[src/ps2_pkg.sv]
package ps2_pkg;

    localparam int BYTE_W       = 8;
    localparam int FIFO_DEPTH   = 8;
    localparam int FIFO_PTR_W   = $clog2(FIFO_DEPTH);
    localparam int FILTER_LEN   = 4;    // Equal samples before a new clock level is taken.
    localparam int FILTER_CNT_W = $clog2(FILTER_LEN);
    localparam int STALL_CYCLES = 2000; // Idle clk cycles before a frame is abandoned.
    localparam int STALL_CNT_W  = $clog2(STALL_CYCLES + 1);

    typedef logic [BYTE_W-1:0]       scan_byte_t;
    typedef logic [FIFO_PTR_W-1:0]   fifo_ptr_t;
    typedef logic [FIFO_PTR_W:0]     fifo_count_t;
    typedef logic [FILTER_CNT_W-1:0] filter_cnt_t;
    typedef logic [STALL_CNT_W-1:0]  stall_cnt_t;
    typedef logic [2:0]              bit_idx_t;

    typedef enum logic [1:0] {
        ST_IDLE,
        ST_DATA,
        ST_PARITY,
        ST_STOP
    } frame_state_t;

    // One filtered device clock edge and the data level seen with it.
    typedef struct packed {
        logic fall_stb;
        logic bit_val;
    } line_sample_t;

endpackage
[src/ps2_rx.sv]
`timescale 1ns/1ps

module ps2_rx (
    input  logic                 clk,
    input  logic                 arst_n,
    input  logic                 ps2_clk,
    input  logic                 ps2_data,
    input  logic                 pop,
    output ps2_pkg::scan_byte_t  rd_data,
    output logic                 empty,
    output logic                 overflow,
    output logic                 frame_error,
    output logic                 stall_abort,
    output ps2_pkg::fifo_count_t count
);

    ps2_pkg::line_sample_t sample;
    ps2_pkg::scan_byte_t   byte_out;
    logic                  clear;
    logic                  shift_en;
    logic                  parity_en;
    logic                  parity_ok;
    logic                  push;

    ps2_line_sync u_line_sync (
        .clk      (clk),
        .arst_n   (arst_n),
        .ps2_clk  (ps2_clk),
        .ps2_data (ps2_data),
        .sample   (sample)
    );

    ps2_frame_ctrl u_frame_ctrl (
        .clk         (clk),
        .arst_n      (arst_n),
        .sample      (sample),
        .parity_ok   (parity_ok),
        .clear       (clear),
        .shift_en    (shift_en),
        .parity_en   (parity_en),
        .push        (push),
        .frame_error (frame_error),
        .stall_abort (stall_abort)
    );

    ps2_data_shifter u_data_shifter (
        .clk       (clk),
        .arst_n    (arst_n),
        .sample    (sample),
        .clear     (clear),
        .shift_en  (shift_en),
        .parity_en (parity_en),
        .byte_out  (byte_out),
        .parity_ok (parity_ok)
    );

    // Push lands long after the last shift, so byte_out is settled.
    ps2_scan_fifo u_scan_fifo (
        .clk      (clk),
        .arst_n   (arst_n),
        .push     (push),
        .wr_data  (byte_out),
        .pop      (pop),
        .rd_data  (rd_data),
        .empty    (empty),
        .count    (count),
        .overflow (overflow)
    );

endmodule

[src/ps2_scan_fifo.sv]
`timescale 1ns/1ps

module ps2_scan_fifo (
    input  logic                 clk,
    input  logic                 arst_n,
    input  logic                 push,
    input  ps2_pkg::scan_byte_t  wr_data,
    input  logic                 pop,
    output ps2_pkg::scan_byte_t  rd_data,
    output logic                 empty,
    output ps2_pkg::fifo_count_t count,
    output logic                 overflow
);

    ps2_pkg::scan_byte_t  mem [ps2_pkg::FIFO_DEPTH];
    ps2_pkg::fifo_ptr_t   wr_ptr;
    ps2_pkg::fifo_ptr_t   rd_ptr;
    logic                 full;
    logic                 do_push;
    logic                 do_pop;

    function automatic ps2_pkg::fifo_ptr_t ptr_inc(input ps2_pkg::fifo_ptr_t ptr);
        if (ptr == ps2_pkg::fifo_ptr_t'(ps2_pkg::FIFO_DEPTH - 1)) begin
            return '0;
        end
        return ptr + 1'b1;
    endfunction

    assign empty   = (count == '0);
    assign full    = (count == ps2_pkg::fifo_count_t'(ps2_pkg::FIFO_DEPTH));
    assign do_push = push && !full;         // Full means the byte is lost.
    assign do_pop  = pop && !empty;
    assign rd_data = mem[rd_ptr];           // Head shows through.

    always_ff @(posedge clk) begin
        if (do_push) begin
            mem[wr_ptr] <= wr_data;
        end
    end

    always_ff @(posedge clk or negedge arst_n) begin
        if (!arst_n) begin
            wr_ptr   <= '0;
            rd_ptr   <= '0;
            count    <= '0;
            overflow <= 1'b0;
        end else begin
            if (do_push) begin
                wr_ptr <= ptr_inc(wr_ptr);
            end
            if (do_pop) begin
                rd_ptr <= ptr_inc(rd_ptr);
            end
            case ({do_push, do_pop})
                2'b10:   count <= count + 1'b1;
                2'b01:   count <= count - 1'b1;
                default: count <= count;
            endcase
            if (push && full) begin
                overflow <= 1'b1;           // Sticky until reset.
            end
        end
    end

    a_count_bound: assert property (
        @(posedge clk) disable iff (!arst_n)
        count <= ps2_pkg::fifo_count_t'(ps2_pkg::FIFO_DEPTH)
    );

    // A push behind a waiting head must not disturb it.
    a_head_stable: assert property (
        @(posedge clk) disable iff (!arst_n)
        (!empty && !pop) |=> $stable(rd_data)
    );

endmodule

[src/ps2_data_shifter.sv]
`timescale 1ns/1ps

module ps2_data_shifter (
    input  logic                  clk,
    input  logic                  arst_n,
    input  ps2_pkg::line_sample_t sample,
    input  logic                  clear,
    input  logic                  shift_en,
    input  logic                  parity_en,
    output ps2_pkg::scan_byte_t   byte_out,
    output logic                  parity_ok
);

    ps2_pkg::scan_byte_t shift_q;
    logic                par_acc;

    // LSB arrives first, so shifting in at the top leaves it in bit 0.
    always_ff @(posedge clk) begin
        if (clear) begin
            shift_q <= '0;
        end else if (shift_en) begin
            shift_q <= {sample.bit_val, shift_q[ps2_pkg::BYTE_W-1:1]};
        end
    end

    // Odd parity over data and parity bits.
    always_ff @(posedge clk or negedge arst_n) begin
        if (!arst_n) begin
            par_acc <= 1'b0;
        end else if (clear) begin
            par_acc <= 1'b0;
        end else if (shift_en || parity_en) begin
            par_acc <= par_acc ^ sample.bit_val;
        end
    end

    assign byte_out  = shift_q;
    assign parity_ok = par_acc;

endmodule

[src/ps2_frame_ctrl.sv]
`timescale 1ns/1ps

module ps2_frame_ctrl (
    input  logic                  clk,
    input  logic                  arst_n,
    input  ps2_pkg::line_sample_t sample,
    input  logic                  parity_ok,
    output logic                  clear,
    output logic                  shift_en,
    output logic                  parity_en,
    output logic                  push,
    output logic                  frame_error,
    output logic                  stall_abort
);

    ps2_pkg::frame_state_t state;
    ps2_pkg::bit_idx_t     bit_idx;
    ps2_pkg::stall_cnt_t   stall_cnt;
    logic                  stalled;

    assign stalled = (state != ps2_pkg::ST_IDLE) &&
                     (stall_cnt == ps2_pkg::stall_cnt_t'(ps2_pkg::STALL_CYCLES));

    // Cycles since the last device clock edge.
    always_ff @(posedge clk or negedge arst_n) begin
        if (!arst_n) begin
            stall_cnt <= '0;
        end else if (sample.fall_stb || state == ps2_pkg::ST_IDLE) begin
            stall_cnt <= '0;
        end else if (!stalled) begin
            stall_cnt <= stall_cnt + 1'b1;
        end
    end

    always_ff @(posedge clk or negedge arst_n) begin
        if (!arst_n) begin
            state       <= ps2_pkg::ST_IDLE;
            bit_idx     <= '0;
            clear       <= 1'b0;
            shift_en    <= 1'b0;
            parity_en   <= 1'b0;
            push        <= 1'b0;
            frame_error <= 1'b0;
            stall_abort <= 1'b0;
        end else begin
            // All controls are single-cycle pulses.
            clear       <= 1'b0;
            shift_en    <= 1'b0;
            parity_en   <= 1'b0;
            push        <= 1'b0;
            frame_error <= 1'b0;
            stall_abort <= 1'b0;

            if (stalled && !sample.fall_stb) begin
                state       <= ps2_pkg::ST_IDLE;
                stall_abort <= 1'b1;
            end else if (sample.fall_stb) begin
                case (state)
                    ps2_pkg::ST_IDLE: begin
                        if (!sample.bit_val) begin     // Start bit.
                            clear   <= 1'b1;
                            bit_idx <= '0;
                            state   <= ps2_pkg::ST_DATA;
                        end
                    end
                    ps2_pkg::ST_DATA: begin
                        shift_en <= 1'b1;
                        bit_idx  <= bit_idx + 1'b1;
                        if (bit_idx == ps2_pkg::bit_idx_t'(7)) begin
                            state <= ps2_pkg::ST_PARITY;
                        end
                    end
                    ps2_pkg::ST_PARITY: begin
                        parity_en <= 1'b1;
                        state     <= ps2_pkg::ST_STOP;
                    end
                    ps2_pkg::ST_STOP: begin
                        if (sample.bit_val && parity_ok) begin
                            push <= 1'b1;
                        end else begin
                            frame_error <= 1'b1;        // Bad parity or low stop bit.
                        end
                        state <= ps2_pkg::ST_IDLE;
                    end
                    default: begin
                        state <= ps2_pkg::ST_IDLE;
                    end
                endcase
            end
        end
    end

    // A frame ends exactly one way.
    a_push_xor_error: assert property (
        @(posedge clk) disable iff (!arst_n) !(push && frame_error)
    );

    // Data and parity edges never coincide.
    a_shift_parity_excl: assert property (
        @(posedge clk) disable iff (!arst_n) !(shift_en && parity_en)
    );

endmodule

[src/ps2_line_sync.sv]
`timescale 1ns/1ps

module ps2_line_sync (
    input  logic                  clk,
    input  logic                  arst_n,
    input  logic                  ps2_clk,
    input  logic                  ps2_data,
    output ps2_pkg::line_sample_t sample
);

    logic                  clk_meta;
    logic                  clk_sync;
    logic                  data_meta;
    logic                  data_sync;
    logic                  clk_filt;
    ps2_pkg::filter_cnt_t  filt_cnt;
    logic                  filt_done;

    // Both lines idle high, so the synchronizers reset to 1.
    always_ff @(posedge clk or negedge arst_n) begin
        if (!arst_n) begin
            clk_meta  <= 1'b1;
            clk_sync  <= 1'b1;
            data_meta <= 1'b1;
            data_sync <= 1'b1;
        end else begin
            clk_meta  <= ps2_clk;
            clk_sync  <= clk_meta;
            data_meta <= ps2_data;
            data_sync <= data_meta;
        end
    end

    // Last of FILTER_LEN samples that disagree with the filtered level.
    assign filt_done = (clk_sync != clk_filt) &&
                       (filt_cnt == ps2_pkg::filter_cnt_t'(ps2_pkg::FILTER_LEN - 1));

    always_ff @(posedge clk or negedge arst_n) begin
        if (!arst_n) begin
            clk_filt <= 1'b1;
            filt_cnt <= '0;
        end else if (clk_sync == clk_filt) begin
            filt_cnt <= '0;                 // Glitch ended early.
        end else if (filt_done) begin
            clk_filt <= clk_sync;
            filt_cnt <= '0;
        end else begin
            filt_cnt <= filt_cnt + 1'b1;
        end
    end

    // Strobe lines up with clk_filt going low; bit_val holds until the next edge.
    always_ff @(posedge clk or negedge arst_n) begin
        if (!arst_n) begin
            sample <= '0;
        end else begin
            sample.fall_stb <= filt_done && clk_filt;
            if (filt_done && clk_filt) begin
                sample.bit_val <= data_sync;
            end
        end
    end

endmodule

[config.mk]
export PLATFORM = sky130hd
export DESIGN_NAME = ps2_rx
export DESIGN_NICKNAME = d
export VERILOG_FILES = /design/src/ps2_pkg.sv /design/src/ps2_rx.sv /design/src/ps2_scan_fifo.sv /design/src/ps2_data_shifter.sv /design/src/ps2_frame_ctrl.sv /design/src/ps2_line_sync.sv
export SDC_FILE = /design/constraint.sdc
export NUM_CORES = 1
export LEC_CHECK = 0
export BUFFER_PORTS_ARGS = -buffer_cell sky130_fd_sc_hd__buf_2
export CORE_MARGIN = 3
export CORE_UTILIZATION = 40
export CTS_CLUSTER_SIZE = 10
export DETAILED_ROUTE_END_ITERATION = 10
export SLEW_MARGIN = 20
export SYNTH_ARGS = -nofsm -noshare
export SYNTH_HDL_FRONTEND = slang
export SYNTH_SLANG_ARGS = --single-unit
[constraint.sdc]
create_clock -name clk -period 5.2 [get_ports clk]
set_input_delay 0.52 -clock clk [delete_from_list [all_inputs] [get_ports clk]]
set_output_delay 0.52 -clock clk [all_outputs]
set_load 0.1 [all_outputs]
Word-level counts from Yosys, hierarchy flattened

Memories as Yosys holds them, arrays and structs flattened.
Cells that the tools add are included.

$add $sub $neg: 7
Eq/ne operators: 17
Multiplexer cells: 43
Bitwise logic cells: 3
Reduce and logical (&&, ||, !) cells: 23

Operator list:

| cell                  | count |
|---|---|
| $mux 1                | 27 |
| $mux 11               | 2 |
| $mux 3                | 5 |
| $mux 2                | 6 |
| $add 11x1->11 const B | 1 |
| $eq 11x11->1 const B  | 1 |
| $reduce_bool 2->1     | 5 |
| $add 3x1->3 const B   | 3 |
| $eq 3x3->1 const B    | 3 |
| $eq 2x2->1 const B    | 4 |
| $logic_and 1x1->1     | 8 |
| $pmux 2 s4            | 1 |
| $pmux 4 s2            | 1 |
| $pmux 3 s2            | 1 |
| $add 4x1->4 const B   | 1 |
| $eq 2x1->1 const B    | 2 |
| $eq 4x4->1 const B    | 1 |
| $logic_not 4->1       | 1 |
| $ne 2x2->1 const B    | 2 |
| $reduce_and 4->1      | 1 |
| $sub 4x1->4 const B   | 1 |
| $logic_not 1->1       | 3 |
| $ne 3x1->1 const B    | 1 |
| $ne 3x3->1 const B    | 1 |
| other kinds (9)       | 11 |

Register bits after elaboration: 51
Bits in writable memories: 64
Memories kept: 1

Memory list:

| memory          | depth | width | read ports | clocked after memory_dff | write ports | line                | RTL |
|---|---|---|---|---|---|---|---|
| u_scan_fifo.mem | 8     | 8     | 1          | 0                        | 1           | ps2_scan_fifo.sv:15 | `ps2_pkg::scan_byte_t mem [ps2_pkg::FIFO_DEPTH];` |

Longest topological paths before layout

Depth in word-level cells: 5
Mapped depth: 8
Mapped depth without buffers: 7

Cells and area by module

From an unflattened synthesis, not the netlist that was laid out.

Cell total of the unflattened synthesis: 308
Area total of the unflattened synthesis: 4966.0 sq um

Modules (own cells, without submodules):

| module           | instances | cells each | area an instance (sq um) | seq. area each (sq um) |
|---|---|---|---|---|
| ps2_scan_fifo    | 1         | 165        | 3249.4                   | 2197.1 |
| ps2_frame_ctrl   | 1         | 96         | 1068.5                   | 550.5 |
| ps2_data_shifter | 1         | 31         | 349.1                    | 185.2 |
| ps2_line_sync    | 1         | 16         | 299.0                    | 231.5 |

Worst setup path after synthesis

No wires, ideal clock.

Path kind: register to output
Start point: reg u_scan_fifo.count[0]
End point: out empty
Arrival: 3.963 ns
Required time: 4.680 ns
Setup slack: 0.717 ns
Stages on the path, launching flop included: 3
Buffers on the path: 1
Cells stage by stage: dfrtp_1 buf_4 nor4_1

Longest elaborated chain between the ends: 1

Ends and longest elaborated chain:

| what                     | line                | RTL |
|---|---|---|
| start: declaration       | ps2_scan_fifo.sv:11 | `output ps2_pkg::fifo_count_t count,` |
| start signal: assignment | ps2_scan_fifo.sv:55 | `2'b10: count <= count + 1'b1;` |
| start signal: assignment | ps2_scan_fifo.sv:56 | `2'b01: count <= count - 1'b1;` |
| start signal: assignment | ps2_scan_fifo.sv:57 | `default: count <= count;` |
| $logic_not 4->1          | ps2_scan_fifo.sv:29 | `assign empty = (count == '0);` |
| end: declaration         | ps2_rx.sv:10        | `output logic empty,` |

No other way between the ends.

Worst setup path after layout

Start point: reg u_scan_fifo.rd_ptr[0]
End point: out rd_data[3]

Longest elaborated chain between the ends: 1

Ends and longest elaborated chain:

| what                     | line                | RTL |
|---|---|---|
| start: declaration       | ps2_scan_fifo.sv:17 | `ps2_pkg::fifo_ptr_t rd_ptr;` |
| start signal: assignment | ps2_scan_fifo.sv:52 | `rd_ptr <= ptr_inc(rd_ptr);` |
| $mem_v2 8x8              | -                   |  |
| end: declaration         | ps2_rx.sv:9         | `output ps2_pkg::scan_byte_t rd_data,` |

No other way between the ends.

==> results by group <==
Status
  • Run status: finished, final reports clean

Drt
  • Initial drt markers: about 130
  • Routed wire length per instance: 15.6 um
  • DRT antenna net count: 0
  • Via density: between 5 and 6
  • Total wire length: roughly 8300 um
  • Vias: 2668
  • Drt pass-1 iters: 6
  • # DRC: 0

Timing
  • Setup TNS Final: 0 ps
  • Worst slew pin tran: about 1000 ps
  • Rel. slew slack: 0.352
  • Final setup fails: 0
  • RSZ-0062 raised after global routing: false
  • Min Clock Period, post-route: roughly 3100 ps
  • Slew Limit Fails: 0
  • Final hold vios: 0
  • Crit share post-route: 0.599
  • Clock skew: ~5.1 ps
  • Fmax: ~320 MHz

Layout
  • Area of the multi-input gates: 1680 um^2
  • Share of post-route cells with drive strength above 1: 0.249
  • FF+latch area: around 3200 um^2
  • Nets@finish: approximately 370
  • Filler cells: about 1000
  • Commonest non-fill, non-tap cell in the layout: edfxtp_1
  • Commonest non-fill, non-tap cells in the layout: edfxtp_1 (64), dfrtp_1 (38), nor2_1 (20), buf_2 (20)
  • Area Overhead vs Synth: 16.9%
  • N_diodes: 0

Floorplan
  • DIE HEIGHT: 117 um
  • Io pins: 21
  • Starting Density: 0.411
  • Die width: 117 um
  • # rows: 40
  • Die area: 13800 um^2
  • Core region area: 12100 um^2

Yosys
  • Synth Flop Type: edfxtp_1
  • Sequential fraction of the synthesis area: 0.639
  • Largest cells by area after synthesis: edfxtp_1 (39%), dfrtp_1 (19%), ha_1 (4.3%), mux4_2 (4.1%), mux4_1 (3.7%)
  • Synth warn: 0
  • Synth area leader: edfxtp_1
  • Synthesized area per cell: 15.6 um^2
  • Number of flops mapped to enable cells by yosys: 64
  • Post-synth ARST share: 0.374
  • Mapped Cells: 318
  • Cell variety after synth: 57
  • Seq cells post-synth: 115
  • Syn nets: 341
  • Top-area cell type share of the netlist area: 0.388
  • Post-Syn Area: slightly below 5000 um^2

Worst setup path
  • R2R Setup Slk: 2260 ps
  • Worst Setup End Kind: primary output
  • Setup CP Type: flip-flop to primary output
  • Worst r2r src: u_scan_fifo.count[0]$_DFFE_PN0P_
  • Delay-heaviest family, CP: flip-flops
  • Slowest cell on the critical path: dfrtp_1
  • WP buf/inv: 1
  • Crit-path cells: mux4_1 -> mux2_2 -> buf_2
  • Reg2Reg Depth: 7
  • Crit path required time: between 4000 and 5000 ps
  • Critical register-to-register path endpoint: u_scan_fifo.count[3]$_DFFE_PN0P_
  • CP Data Arrival Time: 2600 ps
  • Max stage delay on crit path: a little under 1000 ps
  • Worst Path Max Fanout: 19
  • Worst Setup Start Kind: flip-flop

Placed design
  • DPL Wire Length: 5300 um
  • PortBufs: 20
  • Routability cong.: 0.768

GRT
  • Grt ovf: 0
  • Largest net degree at the start of global routing: 44
  • Overall Global Routing Usage: 0.133
  • Initial antenna violation count: 0
  • Vias in the first global route: ~2600
  • First-pass GRT wire length: approximately 13000 um

Clocking
  • CTS tree: built
  • Worst-case clock buffer depth: 2
  • Clock-pin slew on the worst setup and hold paths: about 50 ps
  • CTS root buf: clkbuf_16
  • Num Clock Sinks: ~120
  • Clock Latency Late Sink: about 400 ps
  • Hold-fix buffers, CTS: 0
  • H-tree levels: 4
  • Post-cts resize count: 0
  • Setup Fix Bufs, Post-CTS: 0
  • CTS Buf Count: 17

Power
  • Leak pwr: 2.19 nW
  • Total power density per cell area: 495 nW/um^2
  • Worst vdd ir: ~0.23 mV
  • Total power draw: approximately 0.0029 W

Worst hold path
  • Hold Crit Class: primary input to asynchronous set/reset pin

Job
  • Max-Cap Viols: 0
[registers in the layout, summed over array words and instances, names as in the netlist, 2 cells and up]
name / count
u_scan_fifo.mem: 64
u_frame_ctrl.state: 2
u_scan_fifo.count: 4
u_frame_ctrl.bit_idx: 3
u_frame_ctrl.stall_cnt: 11
u_line_sync.sample: 2
u_line_sync.filt_cnt: 2
u_scan_fifo.rd_ptr: 3
u_scan_fifo.wr_ptr: 3
u_data_shifter.byte_out: 8
[routing by layer]
metal | routed length, um | track usage | up-vias | share of wire
li1 | - | - | 1294 | -
met1 | 3690 | 0.164 | 1325 | 0.45
met2 | 4190 | 0.215 | 37 | 0.51
met3 | 229 | 0.0432 | 12 | 0.028
met4 | 143 | 0.0589 | 0 | 0.017
met5 | 0 | 0 | - | 0
[worst max path at each step]
stage	startpoint	endpoint	slack (ps)	cells past startpoint
finish	u_scan_fifo.rd_ptr[0]$_DFFE_PN0P_	rd_data[3]	2080	3
CTS	u_scan_fifo.rd_ptr[0]$_DFFE_PN0P_	rd_data[1]	1980	3
global route	u_scan_fifo.rd_ptr[0]$_DFFE_PN0P_	rd_data[2]	1880	3
floorplan	u_scan_fifo.count[0]$_DFFE_PN0P_	empty	720	2
detailed placement	u_scan_fifo.count[0]$_DFFE_PN0P_	u_scan_fifo.count[3]$_DFFE_PN0P_	2270	7
global placement	u_scan_fifo.count[0]$_DFFE_PN0P_	u_scan_fifo.count[3]$_DFFE_PN0P_	2340	7
[cell families after synthesis]
group                      share of synthesized area
and+or+nand+nor                               0.0950
muxes                                          0.136
buffers and inverters                         0.0237
xor gates and xnor gates                     0.00884
AOI/OAI and AO/OA                             0.0500
DFF                                            0.639
adders and majority gates                     0.0470
[synthesized netlist by cell type, types with 2 or more instances]
library cell,number
a21o_1,2
nor2_1,20
edfxtp_1,64
clkbuf_1,3
buf_1,2
o21ai_0,8
mux4_1,7
nor2b_1,2
dfxtp_1,8
inv_1,12
mux2_2,14
nor4_1,3
nand3_1,7
nor4b_1,2
nor3b_1,3
o311ai_0,4
xor2_1,3
a21oi_1,8
dfrtp_1,38
a22o_1,2
buf_2,3
nand2b_1,3
mux2i_1,9
nand2_1,12
mux4_2,9
or3_1,5
nor3_1,6
o211ai_1,2
xnor2_1,2
o31ai_1,3
and3b_1,2
and2_1,2
dfstp_2,5
mux2_4,2
or4_1,3
ha_1,17
[area by class of cell]
type / count / share of cell area
Multi-Input combinational cell: 180 / 0.290
Timing Repair Buffer: 24 / 0.0246
Inverter: 12 / 0.00778
Clock inverter: 12 / 0.0203
Clock buffer: 18 / 0.0741
Tap cell: 168 / 0.0363
Sequential cell: 115 / 0.547
[metrics by stage]
step | cells | area (um^2) | util | hold WS [ps] | worst slack [ps]
4_1_cts | 528 | 5770 | 0.478 | 202 | 1980
5_1_grt | 529 | 5790 | 0.480 | 75.3 | 1880
2_1_floorplan | 318 | 4950 | - | 224 | 717
3_3_place_gp | 498 | 5220 | 0.433 | 346 | 2340
6_report | 529 | 5790 | 0.480 | 51.5 | 2080
3_5_place_dp | 498 | 5220 | 0.433 | 348 | 2270
[report_power, final]
| part | internal [W] | switching, W | leakage (nW) |
|---|---|---|---|
| clock | 0.000689 | 0.000372 | 0.260 |
| sequential | 0.00103 | 0.000164 | 1.17 |
| combinational | 0.000229 | 0.000382 | 0.755 |
| total | 0.00195 | 0.000917 | 2.19 |
[worst register-to-register path: cells and delay by family (launching register included)]
family	cells	cell delay, ps
compound gates	2	250
fa+ha+maj	2	680
simple gates	3	1380
flops	1	500
(Power assumes the default switching activity.)
